$ cat config.mk
export PLATFORM = sky130hd
export DESIGN_NAME = insn_decode_top
export DESIGN_NICKNAME = d
export VERILOG_FILES = /design/src/verilog/x86_decode_pkg.sv /design/src/verilog/decode_stage_if.sv /design/src/verilog/insn_decode_top.sv /design/src/verilog/insn_length_calc.sv /design/src/verilog/decode_opnd_signals.sv /design/src/verilog/opcode_form_lookup.sv /design/src/verilog/prefix_scanner.sv
export SDC_FILE = /design/constraint.sdc
export NUM_CORES = 1
export LEC_CHECK = 0
export BUFFER_PORTS_ARGS = -buffer_cell sky130_fd_sc_hd__buf_4
export CORE_ASPECT_RATIO = 0.8
export CORE_MARGIN = 2
export CORE_UTILIZATION = 54
export CTS_BUF_LIST = sky130_fd_sc_hd__clkbuf_8
export DETAILED_ROUTE_END_ITERATION = 8
export GPL_TIMING_DRIVEN = 1
export PLACE_DENSITY_LB_ADDON = 0.2
export SYNTH_ARGS = -nofsm -noshare
export SYNTH_HDL_FRONTEND = slang
export SYNTH_SLANG_ARGS = --single-unit
$ cat constraint.sdc
create_clock -name clk -period 5.9 [get_ports clk]
set_clock_uncertainty 0.1 [all_clocks]
set_input_delay 1.18 -clock clk [delete_from_list [all_inputs] [get_ports clk]]
set_output_delay 1.18 -clock clk [all_outputs]
set_load 0.02 [all_outputs]
$ cat src/verilog/x86_decode_pkg.sv
package x86_decode_pkg;

  // Input window and post-prefix body sizes
  localparam int window_bytes = 15;
  localparam int window_bits  = window_bytes * 8;
  localparam int max_prefixes = 4;
  localparam int body_bytes   = window_bytes - max_prefixes;
  localparam int body_bits    = body_bytes * 8;

  // Operand encoding forms of the one-byte opcode map
  typedef enum logic [3:0] {
    opnd_enc_none                = 4'd0,
    opnd_enc_imm                 = 4'd1,
    opnd_enc_reg                 = 4'd2,
    opnd_enc_reg_imm             = 4'd3,
    opnd_enc_eax_imm             = 4'd4,
    opnd_enc_modregrm_rm         = 4'd5,
    opnd_enc_modregrm_rm_imm     = 4'd6,
    opnd_enc_modregrm_reg_rm     = 4'd7,
    opnd_enc_modregrm_rm_reg     = 4'd8,
    opnd_enc_modregrm_reg_rm_imm = 4'd9,
    opnd_enc_disp                = 4'd10
  } opnd_form_t;

  // Immediate size class, full means 4 bytes or 2 under 66
  typedef enum logic [1:0] {
    imm_none = 2'd0,
    imm_byte = 2'd1,
    imm_full = 2'd2
  } imm_size_t;

  // Legacy prefixes
  localparam logic [7:0] prefix_opsize   = 8'h66;
  localparam logic [7:0] prefix_addrsize = 8'h67;
  localparam logic [7:0] prefix_lock     = 8'hF0;
  localparam logic [7:0] prefix_rep      = 8'hF3;
  localparam logic [7:0] prefix_repne    = 8'hF2;
  localparam logic [7:0] prefix_seg_es   = 8'h26;
  localparam logic [7:0] prefix_seg_cs   = 8'h2E;
  localparam logic [7:0] prefix_seg_ss   = 8'h36;
  localparam logic [7:0] prefix_seg_ds   = 8'h3E;
  localparam logic [7:0] prefix_seg_fs   = 8'h64;
  localparam logic [7:0] prefix_seg_gs   = 8'h65;

  // Single opcodes with a form of their own
  localparam logic [7:0] opcode_push_imm32  = 8'h68;
  localparam logic [7:0] opcode_push_imm8   = 8'h6A;
  localparam logic [7:0] opcode_imul_imm32  = 8'h69;
  localparam logic [7:0] opcode_imul_imm8   = 8'h6B;
  localparam logic [7:0] opcode_nop         = 8'h90;
  localparam logic [7:0] opcode_mov_eax_mem = 8'hA1;

  // One decoded instruction as it leaves the decoder
  typedef struct packed {
    logic [3:0]  length;
    logic        invalid;
    opnd_form_t  opnd_form;
    logic        has_modrm;
    logic        has_sib;
    logic        has_disp;
    logic        has_imm;
    logic [7:0]  modrm;
    logic [7:0]  sib;
    logic [31:0] disp;
    logic [31:0] imm;
    logic        opsize16;
    logic        addr16;
  } decoded_insn_t;

endpackage
$ cat src/verilog/decode_stage_if.sv
interface decode_stage_if;

  // Stage handshake
  logic valid;
  logic ready;

  // Opcode sits in the lowest byte of body
  logic [x86_decode_pkg::body_bits-1:0] body;
  // Prefixes stripped ahead of body, 0 to 4
  logic [2:0] prefix_count;
  // Size overrides seen in the prefix run
  logic opsize16;
  logic addr16;

  modport producer (
    output valid, body, prefix_count, opsize16, addr16,
    input  ready
  );

  modport consumer (
    input  valid, body, prefix_count, opsize16, addr16,
    output ready
  );

endinterface

$ cat src/verilog/insn_decode_top.sv
module insn_decode_top (
  input  logic                                   clk,
  input  logic                                   reset,
  input  logic                                   in_valid,
  output logic                                   in_ready,
  input  logic [x86_decode_pkg::window_bits-1:0] in_window,
  output logic                                   out_valid,
  input  logic                                   out_ready,
  output x86_decode_pkg::decoded_insn_t          out_insn
);

  // Prefix-stripped instruction between the two register stages
  decode_stage_if stage_bus ();

  // Stage 1 strips prefixes
  prefix_scanner i_prefix (
    .clk       (clk),
    .reset     (reset),
    .in_valid  (in_valid),
    .in_ready  (in_ready),
    .in_window (in_window),
    .stage     (stage_bus.producer)
  );

  // Stage 2 decodes fields and length
  insn_length_calc i_length (
    .clk       (clk),
    .reset     (reset),
    .stage     (stage_bus.consumer),
    .out_valid (out_valid),
    .out_ready (out_ready),
    .out_insn  (out_insn)
  );

endmodule

$ cat src/verilog/insn_length_calc.sv
module insn_length_calc (
  input  logic                          clk,
  input  logic                          reset,
  decode_stage_if.consumer              stage,
  output logic                          out_valid,
  input  logic                          out_ready,
  output x86_decode_pkg::decoded_insn_t out_insn
);

  x86_decode_pkg::opnd_form_t    opnd_form;
  x86_decode_pkg::imm_size_t     imm_size;
  x86_decode_pkg::decoded_insn_t next_insn;
  logic        invalid;
  logic        has_modrm;
  logic        has_sib;
  logic        has_disp;
  logic        has_imm;
  logic [7:0]  modrm;
  logic [7:0]  sib;
  logic [31:0] disp;
  logic [31:0] imm;
  logic [3:0]  field_bytes;

  opcode_form_lookup i_lookup (
    .opcode    (stage.body[7:0]),
    .opnd_form (opnd_form),
    .imm_size  (imm_size),
    .invalid   (invalid)
  );

  decode_opnd_signals i_opnd (
    .body        (stage.body),
    .opnd_form   (opnd_form),
    .imm_size    (imm_size),
    .opsize16    (stage.opsize16),
    .addr16      (stage.addr16),
    .has_modrm   (has_modrm),
    .has_sib     (has_sib),
    .has_disp    (has_disp),
    .has_imm     (has_imm),
    .modrm       (modrm),
    .sib         (sib),
    .disp        (disp),
    .imm         (imm),
    .field_bytes (field_bytes)
  );

  // Assemble the result, invalid opcodes count as one byte
  always_comb begin
    next_insn           = '0;
    next_insn.invalid   = invalid;
    next_insn.opnd_form = opnd_form;
    next_insn.opsize16  = stage.opsize16;
    next_insn.addr16    = stage.addr16;
    next_insn.length    = {1'b0, stage.prefix_count} + 4'd1;
    if (!invalid) begin
      next_insn.length    = {1'b0, stage.prefix_count} + 4'd1 + field_bytes;
      next_insn.has_modrm = has_modrm;
      next_insn.has_sib   = has_sib;
      next_insn.has_disp  = has_disp;
      next_insn.has_imm   = has_imm;
      next_insn.modrm     = modrm;
      next_insn.sib       = sib;
      next_insn.disp      = disp;
      next_insn.imm       = imm;
    end
  end

  // Output slot frees when empty or taken downstream
  assign stage.ready = !out_valid || out_ready;

  always_ff @(posedge clk) begin
    if (reset) begin
      out_valid <= 1'b0;
    end else if (stage.valid && stage.ready) begin
      out_valid <= 1'b1;
    end else if (out_ready) begin
      out_valid <= 1'b0;
    end
  end

  always_ff @(posedge clk) begin
    if (stage.valid && stage.ready) begin
      out_insn <= next_insn;
    end
  end

endmodule

$ cat src/verilog/decode_opnd_signals.sv
module decode_opnd_signals (
  input  logic [x86_decode_pkg::body_bits-1:0] body,
  input  x86_decode_pkg::opnd_form_t           opnd_form,
  input  x86_decode_pkg::imm_size_t            imm_size,
  input  logic                                 opsize16,
  input  logic                                 addr16,
  output logic                                 has_modrm,
  output logic                                 has_sib,
  output logic                                 has_disp,
  output logic                                 has_imm,
  output logic [7:0]                           modrm,
  output logic [7:0]                           sib,
  output logic [31:0]                          disp,
  output logic [31:0]                          imm,
  output logic [3:0]                           field_bytes
);

  logic [1:0] mod_field;
  logic [2:0] rm_field;
  logic       reg_direct;
  logic [3:0] modrm_bytes;
  logic [3:0] sib_bytes;
  logic [3:0] disp_bytes;
  logic [3:0] imm_bytes;
  logic [3:0] disp_pos;
  logic [3:0] imm_pos;
  logic [x86_decode_pkg::body_bits-1:0] disp_raw;
  logic [x86_decode_pkg::body_bits-1:0] imm_raw;

  // Sign-extend the low size bytes of a field
  function automatic logic [31:0] sext(input logic [31:0] raw, input logic [3:0] size);
    case (size)
      4'd1:    return {{24{raw[7]}}, raw[7:0]};
      4'd2:    return {{16{raw[15]}}, raw[15:0]};
      4'd4:    return raw;
      default: return 32'd0;
    endcase
  endfunction

  // ModR/M follows the opcode when the form carries one
  assign has_modrm = opnd_form inside {x86_decode_pkg::opnd_enc_modregrm_rm,
                                       x86_decode_pkg::opnd_enc_modregrm_rm_imm,
                                       x86_decode_pkg::opnd_enc_modregrm_reg_rm,
                                       x86_decode_pkg::opnd_enc_modregrm_rm_reg,
                                       x86_decode_pkg::opnd_enc_modregrm_reg_rm_imm};
  assign modrm      = body[15:8];
  assign mod_field  = modrm[7:6];
  assign rm_field   = modrm[2:0];
  assign reg_direct = (mod_field == 2'b11);

  // SIB only in 32-bit memory forms with rm 100
  assign has_sib = has_modrm && !addr16 && !reg_direct && (rm_field == 3'b100);
  assign sib     = body[23:16];

  always_comb begin
    disp_bytes = 4'd0;
    if (opnd_form == x86_decode_pkg::opnd_enc_disp) begin
      // moffs follows the address size
      disp_bytes = addr16 ? 4'd2 : 4'd4;
    end else if (has_modrm && !reg_direct) begin
      if (mod_field == 2'b01) begin
        disp_bytes = 4'd1;
      end else if (addr16) begin
        // 16-bit table, rm 110 under mod 00 is disp16 only
        if (mod_field == 2'b10 || rm_field == 3'b110) begin
          disp_bytes = 4'd2;
        end
      end else if (mod_field == 2'b10) begin
        disp_bytes = 4'd4;
      end else if (rm_field == 3'b101) begin
        disp_bytes = 4'd4;
      end else if (has_sib && sib[2:0] == 3'b101) begin
        // No base register, disp32 instead
        disp_bytes = 4'd4;
      end
    end
  end

  always_comb begin
    case (imm_size)
      x86_decode_pkg::imm_byte: imm_bytes = 4'd1;
      x86_decode_pkg::imm_full: imm_bytes = opsize16 ? 4'd2 : 4'd4;
      default:                  imm_bytes = 4'd0;
    endcase
  end

  assign modrm_bytes = {3'b000, has_modrm};
  assign sib_bytes   = {3'b000, has_sib};
  assign has_disp    = (disp_bytes != 4'd0);
  assign has_imm     = (imm_bytes != 4'd0);

  // Field order is opcode, ModR/M, SIB, disp, imm
  assign disp_pos    = 4'd1 + modrm_bytes + sib_bytes;
  assign imm_pos     = disp_pos + disp_bytes;
  assign field_bytes = modrm_bytes + sib_bytes + disp_bytes + imm_bytes;

  assign disp_raw = body >> {disp_pos, 3'b000};
  assign imm_raw  = body >> {imm_pos, 3'b000};
  assign disp     = sext(disp_raw[31:0], disp_bytes);
  assign imm      = sext(imm_raw[31:0], imm_bytes);

endmodule

$ cat src/verilog/opcode_form_lookup.sv
module opcode_form_lookup (
  input  logic [7:0]                opcode,
  output x86_decode_pkg::opnd_form_t opnd_form,
  output x86_decode_pkg::imm_size_t  imm_size,
  output logic                      invalid
);

  always_comb begin
    // Default is the unsupported case, 0F escape included
    opnd_form = x86_decode_pkg::opnd_enc_none;
    imm_size  = x86_decode_pkg::imm_none;
    invalid   = 1'b0;
    casez (opcode)
      // ADD/OR/SUB/MOV r/m, reg
      8'h01, 8'h09, 8'h29, 8'h89: opnd_form = x86_decode_pkg::opnd_enc_modregrm_rm_reg;
      // ADD/OR/SUB/MOV reg, r/m
      8'h03, 8'h0B, 8'h2B, 8'h8B: opnd_form = x86_decode_pkg::opnd_enc_modregrm_reg_rm;
      8'h81, 8'hC7: begin
        opnd_form = x86_decode_pkg::opnd_enc_modregrm_rm_imm;
        imm_size  = x86_decode_pkg::imm_full;
      end
      8'h83: begin
        opnd_form = x86_decode_pkg::opnd_enc_modregrm_rm_imm;
        imm_size  = x86_decode_pkg::imm_byte;
      end
      // Group 3 and group 5, no immediate
      8'hF7, 8'hFF: opnd_form = x86_decode_pkg::opnd_enc_modregrm_rm;
      x86_decode_pkg::opcode_imul_imm32: begin
        opnd_form = x86_decode_pkg::opnd_enc_modregrm_reg_rm_imm;
        imm_size  = x86_decode_pkg::imm_full;
      end
      x86_decode_pkg::opcode_imul_imm8: begin
        opnd_form = x86_decode_pkg::opnd_enc_modregrm_reg_rm_imm;
        imm_size  = x86_decode_pkg::imm_byte;
      end
      8'h05, 8'h2D: begin
        opnd_form = x86_decode_pkg::opnd_enc_eax_imm;
        imm_size  = x86_decode_pkg::imm_full;
      end
      // MOV reg, imm with register in the low bits
      8'b1011_1???: begin
        opnd_form = x86_decode_pkg::opnd_enc_reg_imm;
        imm_size  = x86_decode_pkg::imm_full;
      end
      // PUSH reg
      8'b0101_0???: opnd_form = x86_decode_pkg::opnd_enc_reg;
      x86_decode_pkg::opcode_push_imm32: begin
        opnd_form = x86_decode_pkg::opnd_enc_imm;
        imm_size  = x86_decode_pkg::imm_full;
      end
      x86_decode_pkg::opcode_push_imm8: begin
        opnd_form = x86_decode_pkg::opnd_enc_imm;
        imm_size  = x86_decode_pkg::imm_byte;
      end
      x86_decode_pkg::opcode_nop: opnd_form = x86_decode_pkg::opnd_enc_none;
      // moffs form, address only
      x86_decode_pkg::opcode_mov_eax_mem: opnd_form = x86_decode_pkg::opnd_enc_disp;
      default: invalid = 1'b1;
    endcase
  end

endmodule

$ cat src/verilog/prefix_scanner.sv
module prefix_scanner (
  input  logic                                   clk,
  input  logic                                   reset,
  input  logic                                   in_valid,
  output logic                                   in_ready,
  input  logic [x86_decode_pkg::window_bits-1:0] in_window,
  decode_stage_if.producer                       stage
);

  logic [2:0] prefix_count;
  logic       opsize16;
  logic       addr16;
  logic [x86_decode_pkg::window_bits-1:0] shifted;

  // Any of the eleven legacy prefix bytes
  function automatic logic is_prefix(input logic [7:0] b);
    return b inside {x86_decode_pkg::prefix_opsize, x86_decode_pkg::prefix_addrsize,
                     x86_decode_pkg::prefix_lock, x86_decode_pkg::prefix_rep,
                     x86_decode_pkg::prefix_repne, x86_decode_pkg::prefix_seg_es,
                     x86_decode_pkg::prefix_seg_cs, x86_decode_pkg::prefix_seg_ss,
                     x86_decode_pkg::prefix_seg_ds, x86_decode_pkg::prefix_seg_fs,
                     x86_decode_pkg::prefix_seg_gs};
  endfunction

  // Count the leading run of prefixes, stop at the first non-prefix
  always_comb begin
    logic       in_run;
    logic [7:0] b;
    in_run       = 1'b1;
    prefix_count = 3'd0;
    opsize16     = 1'b0;
    addr16       = 1'b0;
    for (int i = 0; i < x86_decode_pkg::max_prefixes; i++) begin
      b = in_window[i*8 +: 8];
      if (in_run && is_prefix(b)) begin
        prefix_count = prefix_count + 3'd1;
        if (b == x86_decode_pkg::prefix_opsize) begin
          opsize16 = 1'b1;
        end
        if (b == x86_decode_pkg::prefix_addrsize) begin
          addr16 = 1'b1;
        end
      end else begin
        in_run = 1'b0;
      end
    end
  end

  // Drop the prefix bytes so the opcode lands in byte 0
  assign shifted = in_window >> {prefix_count, 3'b000};

  // Register is free when empty or draining this cycle
  assign in_ready = !stage.valid || stage.ready;

  always_ff @(posedge clk) begin
    if (reset) begin
      stage.valid <= 1'b0;
    end else if (in_valid && in_ready) begin
      stage.valid <= 1'b1;
    end else if (stage.ready) begin
      stage.valid <= 1'b0;
    end
  end

  // Payload loads on acceptance only
  always_ff @(posedge clk) begin
    if (in_valid && in_ready) begin
      stage.body         <= shifted[x86_decode_pkg::body_bits-1:0];
      stage.prefix_count <= prefix_count;
      stage.opsize16     <= opsize16;
      stage.addr16       <= addr16;
    end
  end

endmodule

==> flow_summary.json, run 1 <==
{
  "critical_path.top_delay_family": "adder cells",
  "gp_congestion": 1.00,
  "grt_pass1_vias": 11994,
  "status": "completed",
  "worstPathArrival_ns": 5.78,
  "rows": 52,
  "syn_nets": 1541,
  "crit_top_cell": "inv_1",
  "power_mw": 3.38,
  "drive_above_1_share_pct": 25.9,
  "ir_drop_mv": 0.157,
  "drtIter0Drc": 2282,
  "cpPeakStageDelay_ns": 0.96,
  "synth.top_cell.area_share_pct": 40.1,
  "yosysMostFrequentCell": "edfxtp_1",
  "leakagePower_nw": 6.81,
  "synth_edf_count": 188,
  "p_per_area_nw_per_um2": 206,
  "path_cells": "and4b_1 > and3_1 > a21oi_1 > nand2_1 > and3_1 > inv_1 > ha_2 > inv_1 > ha_2 > inv_1 > fa_4 > buf_4 > mux2_2 > o21ai_0 > or2_2 > mux4_2 > o22a_1 > buf_4 > o41ai_1",
  "cts_hold_buffers": 0,
  "area.growth.synth_to_final_pct": 17.0,
  "relSlewSlack_pct": 29.3,
  "diodes": 0,
  "setup_viol": 0,
  "clk_latency_ns": 0.49,
  "synth_area_leader_cell": "edfxtp_1",
  "cts.sinks": 190,
  "clock.fmax_mhz": 178,
  "finalHoldViolCount": 0,
  "antenna_found_initial": 0,
  "fin_crit_sh_pct": 95.0,
  "synth_common_cells": "edfxtp_1 (188), mux2i_1 (140), nand2_1 (119)",
  "critPathCaptureType": "flop",
  "numCtsBuffers": 17,
  "wirelength_um": 51600,
  "synth_cell_types": 79,
  "synthArstFlopShare_pct": 0,
  "synthCells": 1402,
  "yosysSeqAreaShare_pct": 40.4,
  "initial_core_util_pct": 55.3,
  "synthTopCellsByArea": "edfxtp_1 (40%), mux2i_1 (10%), mux2_2 (4.8%)",
  "pre_cts_ws_ns": 0.316,
  "clk_path_buf_depth": 2,
  "rsz0062_at_grt": "no",
  "synth_seq_cells": 190,
  "clkTransAtPathRegs_ns": 0.12,
  "cap_violations": 0,
  "syn_area_um2": 14100,
  "cts_max_level": 4,
  "grt_pass1_wl_um": 76300,
  "worst_pin_slew_ns": 1.06,
  "hp-class": "flop to flop",
  "grt_overflow": 0,
  "cts_tree": "built",
  "io_pins": 221,
  "fin_crit_ns": 5.61,
  "ys.flop_type": "edfxtp_1",
  "grt_max_degree": 73,
  "cts-root-buf": "clkbuf_8",
  "worst_path_max_delay_cell": "fa_4",
  "cp_max_fo": 24,
  "dp_hpwl_um": 39300,
  "dieArea_um2": 27400,
  "yosysWarnings": 0,
  "cp-start-kind": "flop",
  "critical_path_class": "flop to flop",
  "die_y_um": 148,
  "core_area_um2": 25400,
  "drc": 0,
  "dr.pass1.iters": 8,
  "vias": 13005,
  "required_ns": 6.07,
  "worst_slack_ns": 0.294,
  "slew_viol_final": 0,
  "routedWlPerCell_um": 26.7,
  "chipWidth_um": 184,
  "ant_nets": 0,
  "critPathBufInv": 5,
  "syn-mean-instance-area_um2": 10.0,
  "finalSetupTns_ns": 0,
  "grt_usage_pct": 37.8,
  "nets": 1709,
  "vias_per_cell": 6.72,
  "io_buffer_count": 220
}
-- path summary, 6_finish.rpt --
path,startpoint,endpoint,slack (ns),cells past startpoint
max,i_prefix.stage.body[3]$_DFFE_PP_,i_length.out_insn[19]$_SDFFCE_PP0P_,0.29,19
min,i_prefix.stage.valid$_SDFFE_PP0P_,i_length.out_valid$_SDFFE_PP0P_,0.44,2
max reg2reg,i_prefix.stage.body[3]$_DFFE_PP_,i_length.out_insn[19]$_SDFFCE_PP0P_,0.29,19
min reg2reg,i_prefix.stage.valid$_SDFFE_PP0P_,i_length.out_valid$_SDFFE_PP0P_,0.44,2
-- routing by layer --
metal | global-route usage [%] | routed length [um]
met5 | 0 | 0
met4 | 14.0 | 1940
met3 | 6.19 | 6100
met2 | 55.6 | 21800
met1 | 56.2 | 21700
-- timing repair --
item                       CTS  global route
resized for setup            0             4
setup endpoints to repair    0            23
buffers inserted             0             2
-- registers in the layout, indices dropped and copies added (netlist names) --
signal / flops
i_prefix.stage.opsize16: 1
i_prefix.stage.addr16: 1
i_length.out_insn: 95
i_prefix.stage.valid: 1
i_length.out_valid: 1
i_prefix.stage.prefix_count: 3
i_prefix.stage.body: 88
-- metrics by stage --
step	instance area, um^2	cells	utilization [%]	hold slack, ns
floorplan	14100	1402	-	0.377
finish	16500	1934	64.7	0.439
detailed placement	16000	1900	63.0	0.409
CTS	16400	1932	64.6	0.432
global route	16500	1934	64.7	0.476
global placement	16000	1900	63.0	0.412
-- worst register-to-register path, delay by kind of cell, from the launching register on --
| family | cells | cell delay (ns) |
|---|---|---|
| buffers and inverters | 5 | 0.81 |
| flip-flops | 1 | 0.58 |
| AND/OR/NAND/NOR | 5 | 1.15 |
| adder cells (fa/ha/maj) | 3 | 1.44 |
| multiplexers | 2 | 0.74 |
| AO/OA/AOI/OAI | 4 | 0.60 |
-- cell families (layout without fill, tap and decap cells) --
kind of cell	after synthesis	count (layout)	share of synthesized area [%]
AO/OA/AOI/OAI	419	419	21.4
XOR/XNOR	6	6	0.374
adder cells (fa/ha/maj)	15	15	1.65
buffers and inverters	164	345	4.92
flip-flops	190	190	40.4
multiplexers	217	217	17.5
AND/OR/NAND/NOR	391	391	13.7
-- cell usage in the layout, fill, tap and decap left out, types with 9 or more instances in the layout --
cell type  Yosys  final
a211oi_1      13     13
inv_1         47     47
nor3_1        11     10
mux4_2        17     17
a22o_1        46     46
and2_1        11     10
nand2b_1      11     11
nor2_1       106    103
mux2_2        60     60
nand3b_1      14     14
or2_2         19     19
edfxtp_1     188    188
a221oi_1      39     39
mux2i_1      140    140
clkbuf_8       0     18
and3_1        14     13
o21ai_0       60     59
buf_4          1    261
o21ai_1       24     25
nor2b_1       29     28
a211o_1       28     27
o22ai_1       35     35
o2bb2ai_1      9      9
nand3_1       22     22
o21a_1        13     13
o221ai_1      20     20
a21oi_1       62     61
nand2_1      119    119
-- area by class of cell --
cell class	count	area (um^2)
Fill cell	2096	8980
Multi-Input combinational cell	1048	7740
Sequential cell	190	5690
Timing Repair Buffer	263	1990
Tap cell	351	439
Clock buffer	18	248
Inverter	50	188
Clock inverter	14	170
-- report_power, final --
group,total (mW),internal [mW],switching [mW],leakage [nW]
sequential,1.68,1.58,0.0986,1.77
combinational,0.770,0.327,0.443,4.83
clock,0.937,0.373,0.564,0.210
Power figures use the tool's default switching activity.
==> inputs of run 2 (changes only) <==
- CORE_UTILIZATION: 54 -> 61
- clock period: 5.9 -> 6.6 ns (I/O delays scaled with it)
==> run 2 against run 1 <==
  * Sequential power fell by 11%
  * Sequential share of layout area rose by 0.36 points
  * Combinational power fell by 11%
  * Fmax fell by 11%
  * Hold slack got worse by 0.0062 ns
  * Register-to-register slack improved by 0.04 ns
  * Cell count fell by 2.9%
  * Setup slack improved by 0.042 ns
  * Cell area fell by 1.0%
  * Clock-buffer cell count fell by 1
  * Die area fell by 11%
  * Wire length fell by 2.7%
==> flow_summary.json, run 2 (same netlist as run 1, synthesis figures left out) <==
{
  "dpl-instance-area_um2": 15900,
  "cts-root-buf": "clkbuf_8",
  "core_area_um2": 22600,
  "power_mw": 2.98,
  "hp-class": "flop to flop",
  "design_area_um2": 16300,
  "final_cell_count_no_fill": 1877,
  "relSlewSlack_pct": 27.2,
  "cts_max_level": 4,
  "cpPeakStageDelay_ns": 1.04,
  "worstPathArrival_ns": 6.37,
  "required_ns": 6.71,
  "vias_per_cell": 7.06,
  "pwr-share-clk_pct": 26.5,
  "largest_register_ffs": 95,
  "p_per_area_nw_per_um2": 183,
  "setup_viol": 0,
  "diodes": 0,
  "antenna_found_initial": 0,
  "seqPwrFrac_pct": 50.4,
  "drive_above_1_share_pct": 25.1,
  "fin_crit_ns": 6.26,
  "clk_latency_ns": 0.48,
  "ir_drop_mv": 0.107,
  "cts_tree": "built",
  "clkTransAtPathRegs_ns": 0.12,
  "io_pins": 221,
  "fin_crit_sh_pct": 94.9,
  "grt_max_degree": 73,
  "vias": 13245,
  "dpl.cell_count": 1845,
  "die_y_um": 140,
  "critical_path_class": "flop to flop",
  "whs_ns": 0.432,
  "cts_resized": 0,
  "mostFrequentLayoutCells": "buf_4 (250), edfxtp_1 (188), mux2i_1 (140)",
  "grt_usage_pct": 40.9,
  "p_comb_share_pct": 23.1,
  "initial_core_util_pct": 62.4,
  "cts_setup_buffers": 0,
  "leakagePower_nw": 6.75,
  "switchingPower_uw": 962,
  "gp_congestion": 1.04,
  "finalHoldViolCount": 0,
  "grt_overflow": 0,
  "reg.largest.list": "i_length.out_insn: 95 flops, i_prefix.stage.body: 88 flops, i_prefix.stage.prefix_count: 3 flops",
  "area.growth.synth_to_final_pct": 15.8,
  "cts.sinks": 190,
  "ant_nets": 0,
  "dr.pass1.iters": 8,
  "swShare_pct": 32.3,
  "worst_pin_slew_ns": 1.09,
  "cap_violations": 0,
  "clock.fmax_mhz": 160,
  "nets": 1697,
  "chipWidth_um": 174,
  "dieArea_um2": 24300,
  "largest_register": "i_length.out_insn",
  "cp_max_fo": 21,
  "path_cells": "and4b_1 > and3_1 > a21oi_1 > nand2_1 > inv_2 > nor4b_1 > ha_2 > inv_1 > fa_4 > mux2_2 > nand2_1 > o21ai_0 > o211ai_1 > a221oi_1 > o21ai_0 > o22a_1 > o41ai_1",
  "drtIter0Drc": 2206,
  "cp-start-kind": "flop",
  "worst_path_max_delay_cell": "fa_4",
  "rows": 49,
  "final_common_cell": "buf_4",
  "io_buffer_count": 220,
  "status": "completed",
  "internal_power_mw": 2.02,
  "drc": 0,
  "clk_path_buf_depth": 2,
  "grt_pass1_vias": 12105,
  "dp_hpwl_um": 38300,
  "cts_hold_buffers": 0,
  "routedWlPerCell_um": 26.7,
  "grt_pass1_wl_um": 74700,
  "finalSetupTns_ns": 0,
  "wirelength_um": 50200,
  "numCtsBuffers": 17,
  "critPathCaptureType": "flop",
  "slew_viol_final": 0,
  "rsz0062_at_grt": "no"
}
[run 2: cell type report]
| class | count | area, um^2 |
|---|---|---|
| clock inverter | 15 | 170 |
| timing repair buffer | 251 | 1900 |
| sequential | 190 | 5690 |
| inverter | 50 | 188 |
| multi-input combinational | 1048 | 7730 |
| tap | 306 | 383 |
| fill | 1678 | 6270 |
| clock buffer | 17 | 234 |
[run 2: worst paths after layout]
| kind | from | endpoint | slack [ns] | cells after the start |
|---|---|---|---|---|
| hold / removal | i_prefix.stage.valid$_SDFFE_PP0P_ | i_length.out_valid$_SDFFE_PP0P_ | 0.43 | 2 |
| hold reg to reg | i_prefix.stage.valid$_SDFFE_PP0P_ | i_length.out_valid$_SDFFE_PP0P_ | 0.43 | 2 |
| setup / recovery | i_prefix.stage.body[6]$_DFFE_PP_ | i_length.out_insn[21]$_SDFFCE_PP0P_ | 0.34 | 17 |
| setup reg to reg | i_prefix.stage.body[6]$_DFFE_PP_ | i_length.out_insn[21]$_SDFFCE_PP0P_ | 0.34 | 17 |
[run 2: per-layer routing]
metal  GRT usage, %  vias up  part of all wire (%)
met5              0        -                     0
met4           18.1        0                   5.0
met2           58.5     1183                    42
li1               -     5730                     -
met3           9.86      185                    14
met1           59.3     6147                    39
[run 2: per-stage QoR]
step / util [%] / setup WS, ns
after detailed placement: 70.4 / 0.485
after global routing: 72.2 / 0.0734
final: 72.2 / 0.336
after floorplan: - / 0.331
after CTS: 72.2 / 0.479
after global placement: 70.4 / 0.570
[run 2: power by group through the flow]
stage          Sequential (mW)  Clock, mW  Combinational (mW)
3_5_place_dp              1.52          0               0.665
2_1_floorplan             1.52          0               0.378
3_3_place_gp              1.52          0               0.655
5_1_grt                   1.50      0.824               0.729
6_report                  1.50      0.790               0.689
4_1_cts                   1.49      0.785               0.668
[run 2: critical path: cells and delay by family, from the launching register on]
family	cells	cell delay (ns)
buffers and inverters	2	0.15
muxes	1	0.40
adders and majority gates	2	1.39
and+or+nand+nor	5	1.46
AOI/OAI and AO/OA	7	1.78
DFF	1	0.71
